<file path="src/hdl/cache_geom_pkg.sv">
`default_nettype none

package cache_geom_pkg;

   // cpu side widths
   localparam int ADDR_WIDTH = 32;
   localparam int WORD_WIDTH = 32;
   localparam int WORD_BYTES_LOG = 2;

   // default geometry, overridden from the top level
   localparam int DEF_WORDS_PER_LINE = 4;
   localparam int DEF_NUM_SETS = 16;

   // two ways, lru is a single bit per set
   localparam int NUM_WAYS = 2;

   // byte offset inside a line
   function automatic int offset_bits(int words_per_line);
      return $clog2(words_per_line) + WORD_BYTES_LOG;
   endfunction

   function automatic int index_bits(int num_sets);
      return $clog2(num_sets);
   endfunction

   // whatever is left above index and offset
   function automatic int tag_bits(int words_per_line, int num_sets);
      return ADDR_WIDTH - offset_bits(words_per_line) - index_bits(num_sets);
   endfunction

endpackage

`default_nettype wire

</file>
<file path="src/hdl/cache_ctrl_pkg.sv">
`default_nettype none

package cache_ctrl_pkg;

   // controller states
   typedef enum logic [2:0] {
      IDLE,
      LOOKUP,
      REFILL,
      RESPOND,
      INVAL
   } ctrl_state_t;

   // outcome of the tag compare for the held address
   typedef struct packed {
      logic hit;
      // way that matched, only meaningful with hit
      logic hit_way;
      // least recently used way of the set
      logic victim_way;
   } lookup_res_t;

endpackage

`default_nettype wire

</file>
<file path="src/hdl/refill_if.sv">
`default_nettype none

interface refill_if;

   // memory beat, straight from the memory port
   logic beat_valid;
   logic [cache_geom_pkg::WORD_WIDTH-1:0] beat_data;

   // final beat of the line
   logic last;

   // refill window, beats outside it are ignored
   logic active;

   modport counter (input beat_valid, input active, output last);
   modport buffer (input beat_valid, input beat_data, input active);
   modport ctrl (input last, output active);

endinterface

`default_nettype wire

</file>
<file path="src/hdl/icache_fsm.sv">
`default_nettype none

module icache_fsm (
   input logic clk,
   input logic reset,
   input logic req_valid,
   input logic inv_valid,
   input logic rdata_ready,
   input logic mem_rvalid,
   input cache_ctrl_pkg::lookup_res_t result,
   refill_if.ctrl refill,
   output logic req_ready,
   output logic rdata_valid,
   output logic mem_req,
   output logic inv_done,
   output logic accept,
   output logic fill_we,
   output logic inv_we,
   output logic touch,
   output logic from_refill
);
   import cache_ctrl_pkg::*;

   ctrl_state_t state_q;
   ctrl_state_t state_d;
   logic req_open;
   logic miss;

   assign miss = (state_q == LOOKUP) && !result.hit;

   always_comb begin
      state_d = state_q;
      case (state_q)
         IDLE: begin
            // invalidate wins over a read
            if (inv_valid) begin
               state_d = INVAL;
            end else if (req_valid) begin
               state_d = LOOKUP;
            end
         end
         LOOKUP: begin
            if (!result.hit) begin
               state_d = REFILL;
            end else if (rdata_ready) begin
               state_d = IDLE;
            end
         end
         REFILL: begin
            if (refill.last) begin
               state_d = RESPOND;
            end
         end
         RESPOND: begin
            if (rdata_ready) begin
               state_d = IDLE;
            end
         end
         default: begin
            state_d = IDLE;
         end
      endcase
   end

   always_ff @(posedge clk) begin
      if (reset) begin
         state_q <= IDLE;
         req_open <= 1'b0;
      end else begin
         state_q <= state_d;
         // line request stays up until memory starts answering
         if (miss) begin
            req_open <= 1'b1;
         end else if (mem_rvalid) begin
            req_open <= 1'b0;
         end
      end
   end

   assign req_ready = (state_q == IDLE) && !inv_valid;
   assign accept = (state_q == IDLE) && (inv_valid || req_valid);
   assign mem_req = miss || req_open;
   assign refill.active = (state_q == REFILL);
   assign fill_we = (state_q == REFILL) && refill.last;
   assign inv_we = (state_q == INVAL);
   assign inv_done = (state_q == INVAL);
   assign from_refill = (state_q == RESPOND);
   assign rdata_valid = ((state_q == LOOKUP) && result.hit) || (state_q == RESPOND);
   assign touch = rdata_valid && rdata_ready;

   // a stalled response is never withdrawn
   a_valid_hold: assert property (
      @(posedge clk) disable iff (reset) rdata_valid && !rdata_ready |=> rdata_valid
   );

endmodule

`default_nettype wire

</file>
<file path="src/flat_wrapper.sv">
// flat-port wrapper written by rule: the top's interface ports become plain ports
module icache_fsm_flat import cache_ctrl_pkg::*;
  (clk, reset, req_valid, inv_valid, rdata_ready, mem_rvalid, result, req_ready, rdata_valid, mem_req, inv_done, accept, fill_we, inv_we, touch, from_refill, refill_last, refill_active);
  refill_if refill_i ();
  input logic clk;
  input logic reset;
  input logic req_valid;
  input logic inv_valid;
  input logic rdata_ready;
  input logic mem_rvalid;
  input cache_ctrl_pkg::lookup_res_t result;
  output logic req_ready;
  output logic rdata_valid;
  output logic mem_req;
  output logic inv_done;
  output logic accept;
  output logic fill_we;
  output logic inv_we;
  output logic touch;
  output logic from_refill;
  input wire logic [$bits(refill_i.last)-1:0] refill_last;
  output wire logic [$bits(refill_i.active)-1:0] refill_active;
  assign refill_i.last = refill_last;
  assign refill_active = refill_i.active;
  icache_fsm u_core (.clk(clk), .reset(reset), .req_valid(req_valid), .inv_valid(inv_valid), .rdata_ready(rdata_ready), .mem_rvalid(mem_rvalid), .result(result), .refill(refill_i), .req_ready(req_ready), .rdata_valid(rdata_valid), .mem_req(mem_req), .inv_done(inv_done), .accept(accept), .fill_we(fill_we), .inv_we(inv_we), .touch(touch), .from_refill(from_refill));
endmodule
</file>
<file path="config.mk">
export PLATFORM = sky130hd
export DESIGN_NAME = icache_fsm_flat
export DESIGN_NICKNAME = d
export VERILOG_FILES = /design/src/hdl/cache_geom_pkg.sv /design/src/hdl/cache_ctrl_pkg.sv /design/src/hdl/refill_if.sv /design/src/hdl/icache_fsm.sv /design/src/flat_wrapper.sv
export SDC_FILE = /design/constraint.sdc
export NUM_CORES = 1
export LEC_CHECK = 0
export BUFFER_PORTS_ARGS = -buffer_cell sky130_fd_sc_hd__buf_2
export CORE_AREA = 2 2 39 41
export DETAILED_ROUTE_END_ITERATION = 8
export DIE_AREA = 0 0 41 43
export PLACE_DENSITY = 0.46
export SETUP_SLACK_MARGIN = 0.2
export SYNTH_ARGS = -nofsm -noshare
export SYNTH_HDL_FRONTEND = slang
export SYNTH_SLANG_ARGS = --single-unit
</file>
<file path="constraint.sdc">
create_clock -name clk -period 2.18 [get_ports clk]
set_input_delay 0.436 -clock clk [delete_from_list [all_inputs] [get_ports clk]]
set_output_delay 0.436 -clock clk [all_outputs]
set_load 0.05 [all_outputs]
</file>
After elaboration in Yosys (flattened, before gate mapping)
Index checks and enable logic that the tools add are counted.
{ "word_totals": {"out_inout_bits": 10, "input_bits": 10, "elab_cells": 30, "register_bits": 4} }
{ "op_classes": {"n_reduce_logical": 14, "n_eq_ne": 6, "n_mux": 8} }
{ "ops": {"columns": ["operator", "n"], "rows": [
  ["$mux 3", 5],
  ["$pmux 3 s4", 1],
  ["$eq 3x2->1 const B", 2],
  ["$logic_and 1x1->1", 6],
  ["$eq 3x1->1 const B", 1],
  ["$eq 3x3->1 const B", 1],
  ["$logic_not 3->1", 1],
  ["$logic_or 1x1->1", 3],
  ["$ne 3x3->1 const B", 1],
  ["$logic_not 1->1", 2],
  ["$mux 1", 2],
  ["$ne 2x2->1 const B", 1],
  ["$reduce_and 2->1", 1],
  ["$reduce_bool 2->1", 1]
]} }

Depth between registers and ports, before layout
Gate-level depths: netlist (run 1).
{ "depth": {"word_depth": 4, "ltp_mapped": 3, "mapped_depth_nobuf": 3} }

Worst setup path before layout (run 1)
No wires, ideal clock.
{ "synth_timing": {"path_kind": "register to output", "from": "reg u_core.state_q[1]", "to": "out inv_we", "arrival_time_ns": 1.953, "path_stages_with_launch": 3, "required_ns": 1.744, "setup_slack_ns": -0.209, "n_path_buf": 1, "path_cell_list": "dfxtp_1 > nor3b_1 > buf_4"} }
{ "synth_between": {"elab_chain_cells": 1} }
{ "synth_lines": {"columns": ["item", "line", "text"], "rows": [
  ["start: declaration", "icache_fsm.sv:24", "ctrl_state_t state_q;"],
  ["start signal: assignment", "icache_fsm.sv:70", "state_q <= state_d;"],
  ["$eq 3x3->1", null, null],
  ["end: declaration", "flat_wrapper.sv:18", "output logic inv_we;"]
]} }
No other way between the ends.

Final worst setup path (run 1)
{ "layout_timing": {"from": "reg u_core.state_q[1]", "to": "out fill_we"} }
{ "layout_between": {"elab_chain_cells": 2} }
{ "layout_lines": {"columns": ["item", "line", "text"], "rows": [
  ["$eq 3x2->1", "icache_fsm.sv:84", "assign fill_we = (state_q == REFILL) && refill.last;"],
  ["$logic_and 1x1->1", "icache_fsm.sv:84", null],
  ["end: declaration", "flat_wrapper.sv:17", "output logic fill_we;"]
]} }
No other way between the ends.

==> metrics.txt, run 1 <==
outcome complete, no violations; Detailed Routing Iterations Pass 1 2; number of distinct library cells after synthesis 19; accumulated negative setup slack 0 ps; critical path class reg2out; final antenna-violating net count 0; number of clock sinks 4; Mapped Cells 30; Port Buffer Count 17; worst rel slew slack 79.0%; class of the worst hold path in2reg; total power of the final layout 277 uW; clock slew at the register clock pins of the worst setup and hold paths 40 ps; cells along the critical path or3b_1 -> inv_1 -> and2_2 -> buf_4; cell-internal power 170 uW; wire length reported by the detailed router 548 um; Layout fillers 172; Cell Area, Synth 240 um2; buffer levels on the longest clock path 2; net switching power figure 107 uW; CTS Hold Bufs 0; Required @ worst endpoint 1740 ps; commonest non-fill, non-tap cell in the layout sky130_fd_sc_hd__buf_2; # nets final 61; initial core utilization 17.4%; global placer's final weighted congestion 0.620; nature of the critical path endpoint output port; clock share of power 31.8%; initial antenna violation count 0; maximum number of pins on one net before global-route repair 9; Tcrit/Tclk final 85.6%; final routed wire length divided by cell count 8.43 um; Remaining DRCs 0; Synth-to-Final Area Change 55.7%; static leakage 0.202 nW; time the worst path needs with I/O delays and setup 1870 ps; CTS root buffer sky130_fd_sc_hd__clkbuf_4; Pwr Density 740 nW/um2; die area 1760 um2; total count of hold-check failures in the final report 0; RSZ-0062 raised after global routing yes; highest-count cells in the layout ignoring fill and taps 16 x sky130_fd_sc_hd__buf_2, 4 x sky130_fd_sc_hd__nor2_1, 3 x sky130_fd_sc_hd__clkbuf_4, 3 x sky130_fd_sc_hd__dfxtp_1; largest fanout on the critical path 8; register share of total power 31.4%; vias per inst 4.11; HPWL Detailed 443 um; level count of the clock H-tree 1; horizontal die dimension 41 um; combined global-route utilization of all metal layers 7.93%; number of flip-flops and latches in the synthesized netlist 4; CTS tree done; top-level port count 20; clock latency at the later pin of the worst-skew pair 230 ps; sequential cell area fraction in the yosys report 33.3%; Warnings, synthesis 0; transition at the pin with the smallest max-transition slack 314 ps; net count after synthesis 40; worst vdd rail ir drop 0.000220 V; Post CTS Setup Buffer Count 0; highest clock rate 536 MHz; violation count after the first detailed-routing iteration 3; core area 1380 um2; cell with the biggest individual delay on the critical path sky130_fd_sc_hd__or3b_1; Final Max Slew Viols 0; first-pass GRT wire length 910 um; startpoint types flip-flop; crit path DAT 1430 ps; stage delay of the slowest cell on the critical path 410 ps; Antenna Cells 0; Num CTS Buffers 3; Post-Route Skew 4.39 ps; Top Family by Delay on Critical Path simple AND/OR/NAND/NOR gates; Congestion Overflow GR 0; fraction of power spent switching nets 38.5%; Buf/Inv on CP 2; layout cells sized above 1 51.0%; endpoints failing setup 0; number of global-route vias before repair 242; combinational share of power 36.7%; DR vias 267; vertical extent of the die 43 um; number of max-cap violations 0; row count 14; mean cell area of the mapped netlist 8.01 um2
-- cell type report --
type                            instances  area [um2]  area share (%)
Inverter                                1        3.75            1.00
Sequential cell                         4        81.3            21.7
Clock buffer                            3        22.5            6.02
Timing Repair Buffer                   17        87.6            23.4
Tap cell                               16        20.0            5.35
Multi-Input combinational cell         24         159            42.5
-- final timing paths --
kind                     start           endpoint  slack [ps]  cells past startpoint
min                      reset  u_core.state_q[1]         410                      2
max reg2reg  u_core.state_q[1]  u_core.state_q[0]        1050                      2
min reg2reg    u_core.req_open    u_core.req_open         460                      2
max          u_core.state_q[1]            fill_we         310                      4
-- stage by stage --
step           cell area, um2  setup slack (ps)  cells  hold WS, ps  utilization (%)
6_report                  374               314     65          409             27.0
5_1_grt                   374               195     65          413             27.0
4_1_cts                   370               233     65          407             26.8
3_5_place_dp              345               433     62          460             25.0
3_3_place_gp              345               413     62          455             25.0
2_1_floorplan             248               229     30          438                -
-- cell usage after synthesis --
cell type                   instances  area [um2]
sky130_fd_sc_hd__a2111oi_1          1        10.0
sky130_fd_sc_hd__a21oi_1            2        10.0
sky130_fd_sc_hd__a31oi_1            1        6.26
sky130_fd_sc_hd__and2_1             3        18.8
sky130_fd_sc_hd__and2b_1            1        7.51
sky130_fd_sc_hd__buf_4              1        7.51
sky130_fd_sc_hd__dfxtp_1            4        80.1
sky130_fd_sc_hd__inv_1              1        3.75
sky130_fd_sc_hd__nand2_1            1        3.75
sky130_fd_sc_hd__nand2b_1           2        12.5
sky130_fd_sc_hd__nand3b_1           1        7.51
sky130_fd_sc_hd__nor2_1             4        15.0
sky130_fd_sc_hd__nor2b_1            1        6.26
sky130_fd_sc_hd__nor3b_1            2        15.0
sky130_fd_sc_hd__nor4_1             1        6.26
sky130_fd_sc_hd__o211a_1            1        10.0
sky130_fd_sc_hd__o21ai_0            1        5.00
sky130_fd_sc_hd__or3_1              1        6.26
sky130_fd_sc_hd__or3b_1             1        8.76
-- cells by family (layout without fill, tap and decap cells) --
group / after synthesis / after routing / share of synthesized area, %
AND/OR/NAND/NOR: 18 / 18 / 44.8
AO/OA/AOI/OAI: 6 / 6 / 17.2
buffers and inverters: 2 / 21 / 4.69
flip-flops: 4 / 4 / 33.3
-- registers in the layout (all words and copies together), names as in the netlist --
register / flops
u_core.req_open: 1
u_core.state_q: 3
-- layer usage --
| layer | GRT usage, % | up-vias | wire length [um] |
|---|---|---|---|
| li1 | - | 145 | - |
| met5 | 0 | - | 0 |
| met1 | 9.00 | 110 | 242 |
| met4 | 8.00 | 0 | 0 |
| met3 | 3.14 | 0 | 47 |
| met2 | 10.3 | 12 | 258 |
-- what timing repair did --
action                                  in CTS  in global routing
gates resized for setup                      1                  2
endpoints found under the setup margin       1                  2
cloned                                       0                  0
-- power by group through the flow --
stage	Clock [mW]	Sequential, mW	Combinational [mW]
floorplan	0	0.0860	0.0797
global placement	0	0.0881	0.102
detailed placement	0	0.0876	0.102
CTS	0.0927	0.0867	0.102
global route	0.0980	0.0887	0.110
finish	0.0882	0.0871	0.102
-- worst reg2reg max path, delay by kind of cell, from the launching register on --
kind	cells	cell delay, ps
AOI/OAI and AO/OA	1	220
DFF	1	380
and+or+nand+nor	1	410
No activity file was read; power rests on OpenSTA's default activity.
==> inputs of run 2 (changes only) <==
--- a/config.mk
+++ b/config.mk
@@ -5,11 +5,12 @@
 export SDC_FILE = /design/constraint.sdc
 export NUM_CORES = 1
 export LEC_CHECK = 0
+export ABC_AREA = 1
 export BUFFER_PORTS_ARGS = -buffer_cell sky130_fd_sc_hd__buf_2
 export CORE_AREA = 2 2 39 41
 export DETAILED_ROUTE_END_ITERATION = 8
 export DIE_AREA = 0 0 41 43
-export PLACE_DENSITY = 0.46
+export PLACE_DENSITY = 0.49
 export SETUP_SLACK_MARGIN = 0.2
 export SYNTH_ARGS = -nofsm -noshare
 export SYNTH_HDL_FRONTEND = slang
==> run 2 against run 1 <==
Effect of this change: synthesized cell count grew 43%; highest routed layer unchanged; combinational power grew 11%; maximum frequency grew 7.4%; sequential share of layout area shrank 2.0 points; wire length grew 8.8%; critical path depth is the same; non-clock buffer count is the same; critical path type unchanged; sequential power is essentially flat; utilization grew 2.3 points; flip-flop and latch count is the same.
==> metrics.txt, run 2 <==
RSZ-0062 raised after global routing no; sequential cell area fraction in the yosys report 29.0%; # nets final 74; Congestion Overflow GR 0; first-pass GRT wire length 972 um; number of clock sinks 4; number of global-route vias before repair 251; Regs by FF count u_core.state_q x3, u_core.req_open x1; largest fanout on the critical path 7; Synth-to-Final Area Change 46.6%; post-CTS sizing 0; worst vdd rail ir drop 0.000206 V; Cell Area, Synth 277 um2; async set-or-reset flop fraction in the synthesized netlist 0%; net count after synthesis 53; initial antenna violation count 0; time the worst path needs with I/O delays and setup 1740 ps; highest clock rate 576 MHz; CTS Hold Bufs 0; number of enable-type register cells in the synthesized netlist 0; Hold Worst Slack 421 ps; share of the synthesized netlist area taken by xor and xnor gates 0%; cell with the biggest individual delay on the critical path sky130_fd_sc_hd__dfxtp_1; initial core utilization 20.0%; endpoints failing setup 0; Post CTS Setup Buffer Count 0; nature of the critical path endpoint output port; combined global-route utilization of all metal layers 8.43%; crit path DAT 1300 ps; Num CTS Buffers 3; final antenna-violating net count 0; outcome complete, no violations; static leakage 0.234 nW; most instantiated flip-flop cell in the synthesis netlist sky130_fd_sc_hd__dfxtp_1; buffer levels on the longest clock path 2; wire length reported by the detailed router 596 um; top register by number of flip-flops u_core.state_q; worst rel slew slack 78.8%; Crit Reg-Reg Startpoint u_core.state_q[2]; top-level port count 20; final routed wire length divided by cell count 7.64 um; dominant combinational cell family by area after synthesis simple AND/OR/NAND/NOR gates; hold_sp reset; R2R Path End u_core.state_q[0]; HPWL Detailed 501 um; hold-critical path endpoint u_core.state_q[0]; critical path class reg2out; Remaining DRCs 0; multiplexer fraction of the synthesized cell area 0%; Required @ worst endpoint 1740 ps; number of distinct library cells after synthesis 16; total count of hold-check failures in the final report 0; utilization after layout 29.3%; CTS tree done; clock slew at the register clock pins of the worst setup and hold paths 40 ps; number of flip-flops and latches in the synthesized netlist 4; CTS root buffer sky130_fd_sc_hd__clkbuf_4; maximum number of pins on one net before global-route repair 8; global placer's final weighted congestion 0.672; vertical extent of the die 43 um; Antenna Cells 0; commonest non-fill, non-tap cell in the layout sky130_fd_sc_hd__buf_2; core area 1380 um2; Tcrit/Tclk final 79.7%; clock latency at the later pin of the worst-skew pair 230 ps; Pwr Density 714 nW/um2; Post-Route Skew 0.268 ps; flop2flop setup slack 1200 ps; Warnings, synthesis 0; main area contributors after synthesis sky130_fd_sc_hd__dfxtp_1 29%, sky130_fd_sc_hd__inv_1 9.5%, sky130_fd_sc_hd__nand2_1 9.5%; DR vias 309; Post-Synth Simple-Gate Area 48.0%; layout cells sized above 1 48.4%; number of max-cap violations 0; total power of the final layout 290 uW; cell type contributing the most total cell area after synthesis sky130_fd_sc_hd__dfxtp_1; level count of the clock H-tree 1; startpoint types flip-flop; violation count after the first detailed-routing iteration 2; adder-cell share of the synthesized area 0%; least setup slack across all paths after layout 443 ps; die area 1760 um2; Worst Setup Slack post-DPL 516 ps; transition at the pin with the smallest max-transition slack 317 ps; class of the worst hold path in2reg; Synth top cells by count 7 x sky130_fd_sc_hd__inv_1, 7 x sky130_fd_sc_hd__nand2_1, 5 x sky130_fd_sc_hd__nand3_1, 5 x sky130_fd_sc_hd__nor2_1, 4 x sky130_fd_sc_hd__dfxtp_1; complex-gate fraction of the synthesized area 8.14%; share of the synthesized area in the top cell type 29.0%; accumulated negative setup slack 0 ps; horizontal die dimension 41 um; max FFs per register 3; vias per inst 3.96; mean cell area of the mapped netlist 6.43 um2; cells along the critical path inv_2 -> a211oi_4 -> and2_2 -> buf_2; stage delay of the slowest cell on the critical path 400 ps; Final Max Slew Viols 0; Worst Reg-to-Reg Cells 5; Worst Hold Path Cells 2; Mapped Cells 43; Port Buffer Count 17; row count 14; highest-count cells in the layout ignoring fill and taps 17 x sky130_fd_sc_hd__buf_2, 7 x sky130_fd_sc_hd__inv_1, 7 x sky130_fd_sc_hd__nand2_1, 5 x sky130_fd_sc_hd__nand3_1, 5 x sky130_fd_sc_hd__nor2_1; Detailed Routing Iterations Pass 1 2
==> run 2: changes by cell type in the layout (fill, tap and decap cells not counted), sizes merged, moves of 2 or more <==
cell / delta
and2: -2
inv: +8
nand2: +7
nand2b: -2
nand3: +6
nor2: +4
nor3: +2
nor3b: -2
==> run 2: per-stage QoR <==
step / std cells / cell area [um2]
after floorplan: 43 / 285
after global placement: 75 / 383
after detailed placement: 75 / 383
after CTS: 78 / 405
after global routing: 78 / 405
final: 78 / 405
==> run 2: worst max path at each step <==
stage                     slack (ps)  depth (start not counted)               from  endpoint
final                            440                          4  u_core.state_q[0]     touch
after global routing             350                          5  u_core.state_q[1]   fill_we
after CTS                        420                          4  u_core.state_q[0]     touch
after detailed placement         520                          5          result[2]     touch
after global placement           520                          5          result[2]     touch
after floorplan                  190                          3  u_core.state_q[2]    inv_we
==> run 2: final cells by class <==
cell class                      instances  area [um2]
Tap cell                               16        20.0
Timing Repair Buffer                   17        85.1
Multi-Input combinational cell         29         164
Sequential cell                         4        80.1
Clock buffer                            3        22.5
Inverter                                9        33.8
Fill cell                             166         978
==> run 2: layer usage <==
| metal | part of all wire, % | global-route usage, % | up-vias |
|---|---|---|---|
| li1 | - | - | 170 |
| met5 | 0 | 0 | - |
| met2 | 40 | 10.6 | 15 |
| met4 | 0 | 8.00 | 0 |
| met3 | 12 | 3.14 | 0 |
| met1 | 48 | 10.3 | 124 |
==> run 2: kinds of logic after synthesis <==
| family | after synthesis |
|---|---|
| buffers and inverters | 10 |
| AND/OR/NAND/NOR | 26 |
| AO/OA/AOI/OAI | 3 |
| flip-flops | 4 |
==> run 2: report_power, final <==
part | leakage (nW) | switching (mW) | internal, mW
Clock | 0.0138 | 0.0281 | 0.0614
Combinational | 0.188 | 0.0835 | 0.0295
Sequential | 0.0327 | 0.00799 | 0.0791
==> run 2: worst max-delay path: cells and delay by family (launching register included) <==
| kind | cells | cell delay [ps] |
|---|---|---|
| AOI/OAI and AO/OA | 1 | 160 |
| buffers and inverters | 2 | 360 |
| DFF | 1 | 400 |
| and+or+nand+nor | 1 | 160 |
==> inputs of run 3 (changes only) <==
--- a/config.mk
+++ b/config.mk
@@ -10,7 +10,7 @@
 export CORE_AREA = 2 2 39 41
 export DETAILED_ROUTE_END_ITERATION = 8
 export DIE_AREA = 0 0 41 43
-export PLACE_DENSITY = 0.49
+export PLACE_DENSITY = 0.5
 export SETUP_SLACK_MARGIN = 0.2
 export SYNTH_ARGS = -nofsm -noshare
 export SYNTH_HDL_FRONTEND = slang
==> constraint.sdc (replaced) <==
create_clock -name clk -period 1.5 [get_ports clk]
set_input_delay 0.3 -clock clk [delete_from_list [all_inputs] [get_ports clk]]
set_output_delay 0.3 -clock clk [all_outputs]
set_load 0.05 [all_outputs]
==> run 3 against run 2 <==
Effect of this change: count of clock-buffer cells in the layout up 1; via count increased by 15%; utilization is 13 points higher; clock power increased by 72%; die area did not move; register-to-register slack got worse by 720 ps; non-clock buffer count grew 4; total power rose by 83%; flip-flop and latch count unchanged; design area grew 46%; sequential share of layout area is 4.3 points lower.
==> metrics.txt, run 3 (synthesis results as in run 2) <==
vias per inst 4.27; Required @ worst endpoint 1200 ps; Post-Route Skew 5.79 ps; time the worst path needs with I/O delays and setup 1470 ps; worst rel slew slack 83.9%; CTS tree done; horizontal die dimension 41 um; class of the worst hold path in2reg; total count of hold-check failures in the final report 0; max FFs per register 3; hold_sp reset; RSZ-0062 raised after global routing yes; layout cells sized above 1 70.1%; final routed wire length divided by cell count 9.13 um; startpoint of the worst setup timing path u_core.state_q[1]; accumulated negative setup slack 0 ps; Top Family by Delay on Critical Path flip-flops; transition at the pin with the smallest max-transition slack 241 ps; number of max-cap violations 0; commonest non-fill, non-tap cell in the layout sky130_fd_sc_hd__buf_2; Remaining DRCs 0; first-pass GRT wire length 1330 um; vertical extent of the die 43 um; buffer levels on the longest clock path 2; startpoint types flip-flop; endpoints failing setup 0; Num CTS Buffers 3; flop2flop setup slack 480 ps; violation count after the first detailed-routing iteration 1; number of clock sinks 4; top-level port count 20; HPWL Detailed 575 um; DR vias 354; global placer's final weighted congestion 0.694; stage delay of the slowest cell on the critical path 370 ps; Synth-to-Final Area Change 114%; initial antenna violation count 0; Detailed Routing Iterations Pass 1 2; largest fanout on the critical path 4; highest-count cells in the layout ignoring fill and taps 7 x sky130_fd_sc_hd__buf_2, 6 x sky130_fd_sc_hd__inv_1, 6 x sky130_fd_sc_hd__buf_8; crit path DAT 1170 ps; # nets final 78; die area 1760 um2; total power of the final layout 530 uW; clock slew at the register clock pins of the worst setup and hold paths 40 ps; Crit Reg-Reg Startpoint u_core.state_q[1]; Layout fillers 152; Antenna Cells 0; top register by number of flip-flops u_core.state_q; Tcrit/Tclk final 98.3%; wire length reported by the detailed router 758 um; highest clock rate 678 MHz; core area 1380 um2; Port Buffer Count 17; row count 14; outcome complete, no violations; initial core utilization 20.0%; nature of the critical path endpoint output port; final antenna-violating net count 0; cell with the biggest individual delay on the critical path sky130_fd_sc_hd__dfxtp_4; Buf/Inv on CP 2; area of placed instances 419 um2; critical path class reg2out; level count of the clock H-tree 1; cells along the critical path inv_6 -> a211oi_4 -> and2_4 -> buf_8; cell area after layout 592 um2; maximum number of pins on one net before global-route repair 8; Pwr Density 896 nW/um2; Congestion Overflow GR 0; Final Max Slew Viols 0; Regs by FF count u_core.state_q x3, u_core.req_open x1; worst vdd rail ir drop 0.000326 V; clock latency at the later pin of the worst-skew pair 240 ps; CTS root buffer sky130_fd_sc_hd__clkbuf_4; number of global-route vias before repair 353; static leakage 0.283 nW; combined global-route utilization of all metal layers 11.5%
[run 3: changes by cell type in the layout (fill, tap and decap cells not counted), moves of 3 or more]
cell / change
sky130_fd_sc_hd__buf_2: -10
sky130_fd_sc_hd__buf_8: +6
sky130_fd_sc_hd__buf_4: +4
sky130_fd_sc_hd__buf_6: +4
sky130_fd_sc_hd__dfxtp_1: -3
sky130_fd_sc_hd__dfxtp_4: +3
sky130_fd_sc_hd__nand2_1: -3
sky130_fd_sc_hd__nand2_2: +3
sky130_fd_sc_hd__nor2_1: -3
sky130_fd_sc_hd__nor2_4: +3
[run 3: cell type report]
type | instances | area, um2 | share of cell area (%)
Timing Repair Buffer | 21 | 200 | 33.8
Sequential cell | 4 | 91.3 | 15.4
Tap cell | 16 | 20.0 | 3.38
Inverter | 9 | 43.8 | 7.40
Multi-Input combinational cell | 29 | 210 | 35.5
Clock buffer | 4 | 26.3 | 4.44
[run 3: timing repair]
| item | CTS | global route |
|---|---|---|
| hold buffers | 0 | 0 |
| resized for setup | 27 | 11 |
| pin swaps | 3 | 3 |
| buffers inserted | 2 | 2 |
| endpoints found under the hold margin | 0 | 0 |
| endpoints found under the setup margin | 10 | 10 |
[run 3: path summary, 6_finish.rpt]
kind,endpoint,cells past startpoint
worst max-delay path,touch,4
worst min-delay path,u_core.state_q[0],2
worst max register to register,u_core.state_q[0],6
worst min register to register,u_core.req_open,3
[run 3: worst reg2reg max path, stage by stage (launching register included)]
cell	delay, ps
sky130_fd_sc_hd__dfxtp_4	360
sky130_fd_sc_hd__nor2_4	180
sky130_fd_sc_hd__nand3_2	110
sky130_fd_sc_hd__buf_4	140
sky130_fd_sc_hd__nand3_2	60
sky130_fd_sc_hd__nand2_2	50
sky130_fd_sc_hd__nor2_2	60
[run 3: layer usage]
metal,wire length (um),global-route usage [%]
met5,0,0
met4,19,10.0
met3,40,1.57
met2,424,18.1
met1,274,12.5
[run 3: power by group]
| group | switching (mW) | total [mW] | internal [mW] |
|---|---|---|---|
| registers | 0.0146 | 0.129 | 0.114 |
| logic | 0.148 | 0.247 | 0.0990 |
| clock network | 0.0534 | 0.154 | 0.100 |
| total | 0.216 | 0.530 | 0.314 |
[run 3: per-stage QoR]
step	hold WS [ps]	utilization, %	cells	setup slack [ps]
global route	260	42.8	83	-34.5
detailed placement	514	30.3	75	123
floorplan	359	-	43	-100
CTS	252	39.3	81	20.7
finish	257	42.8	83	25.6
global placement	510	30.3	75	148
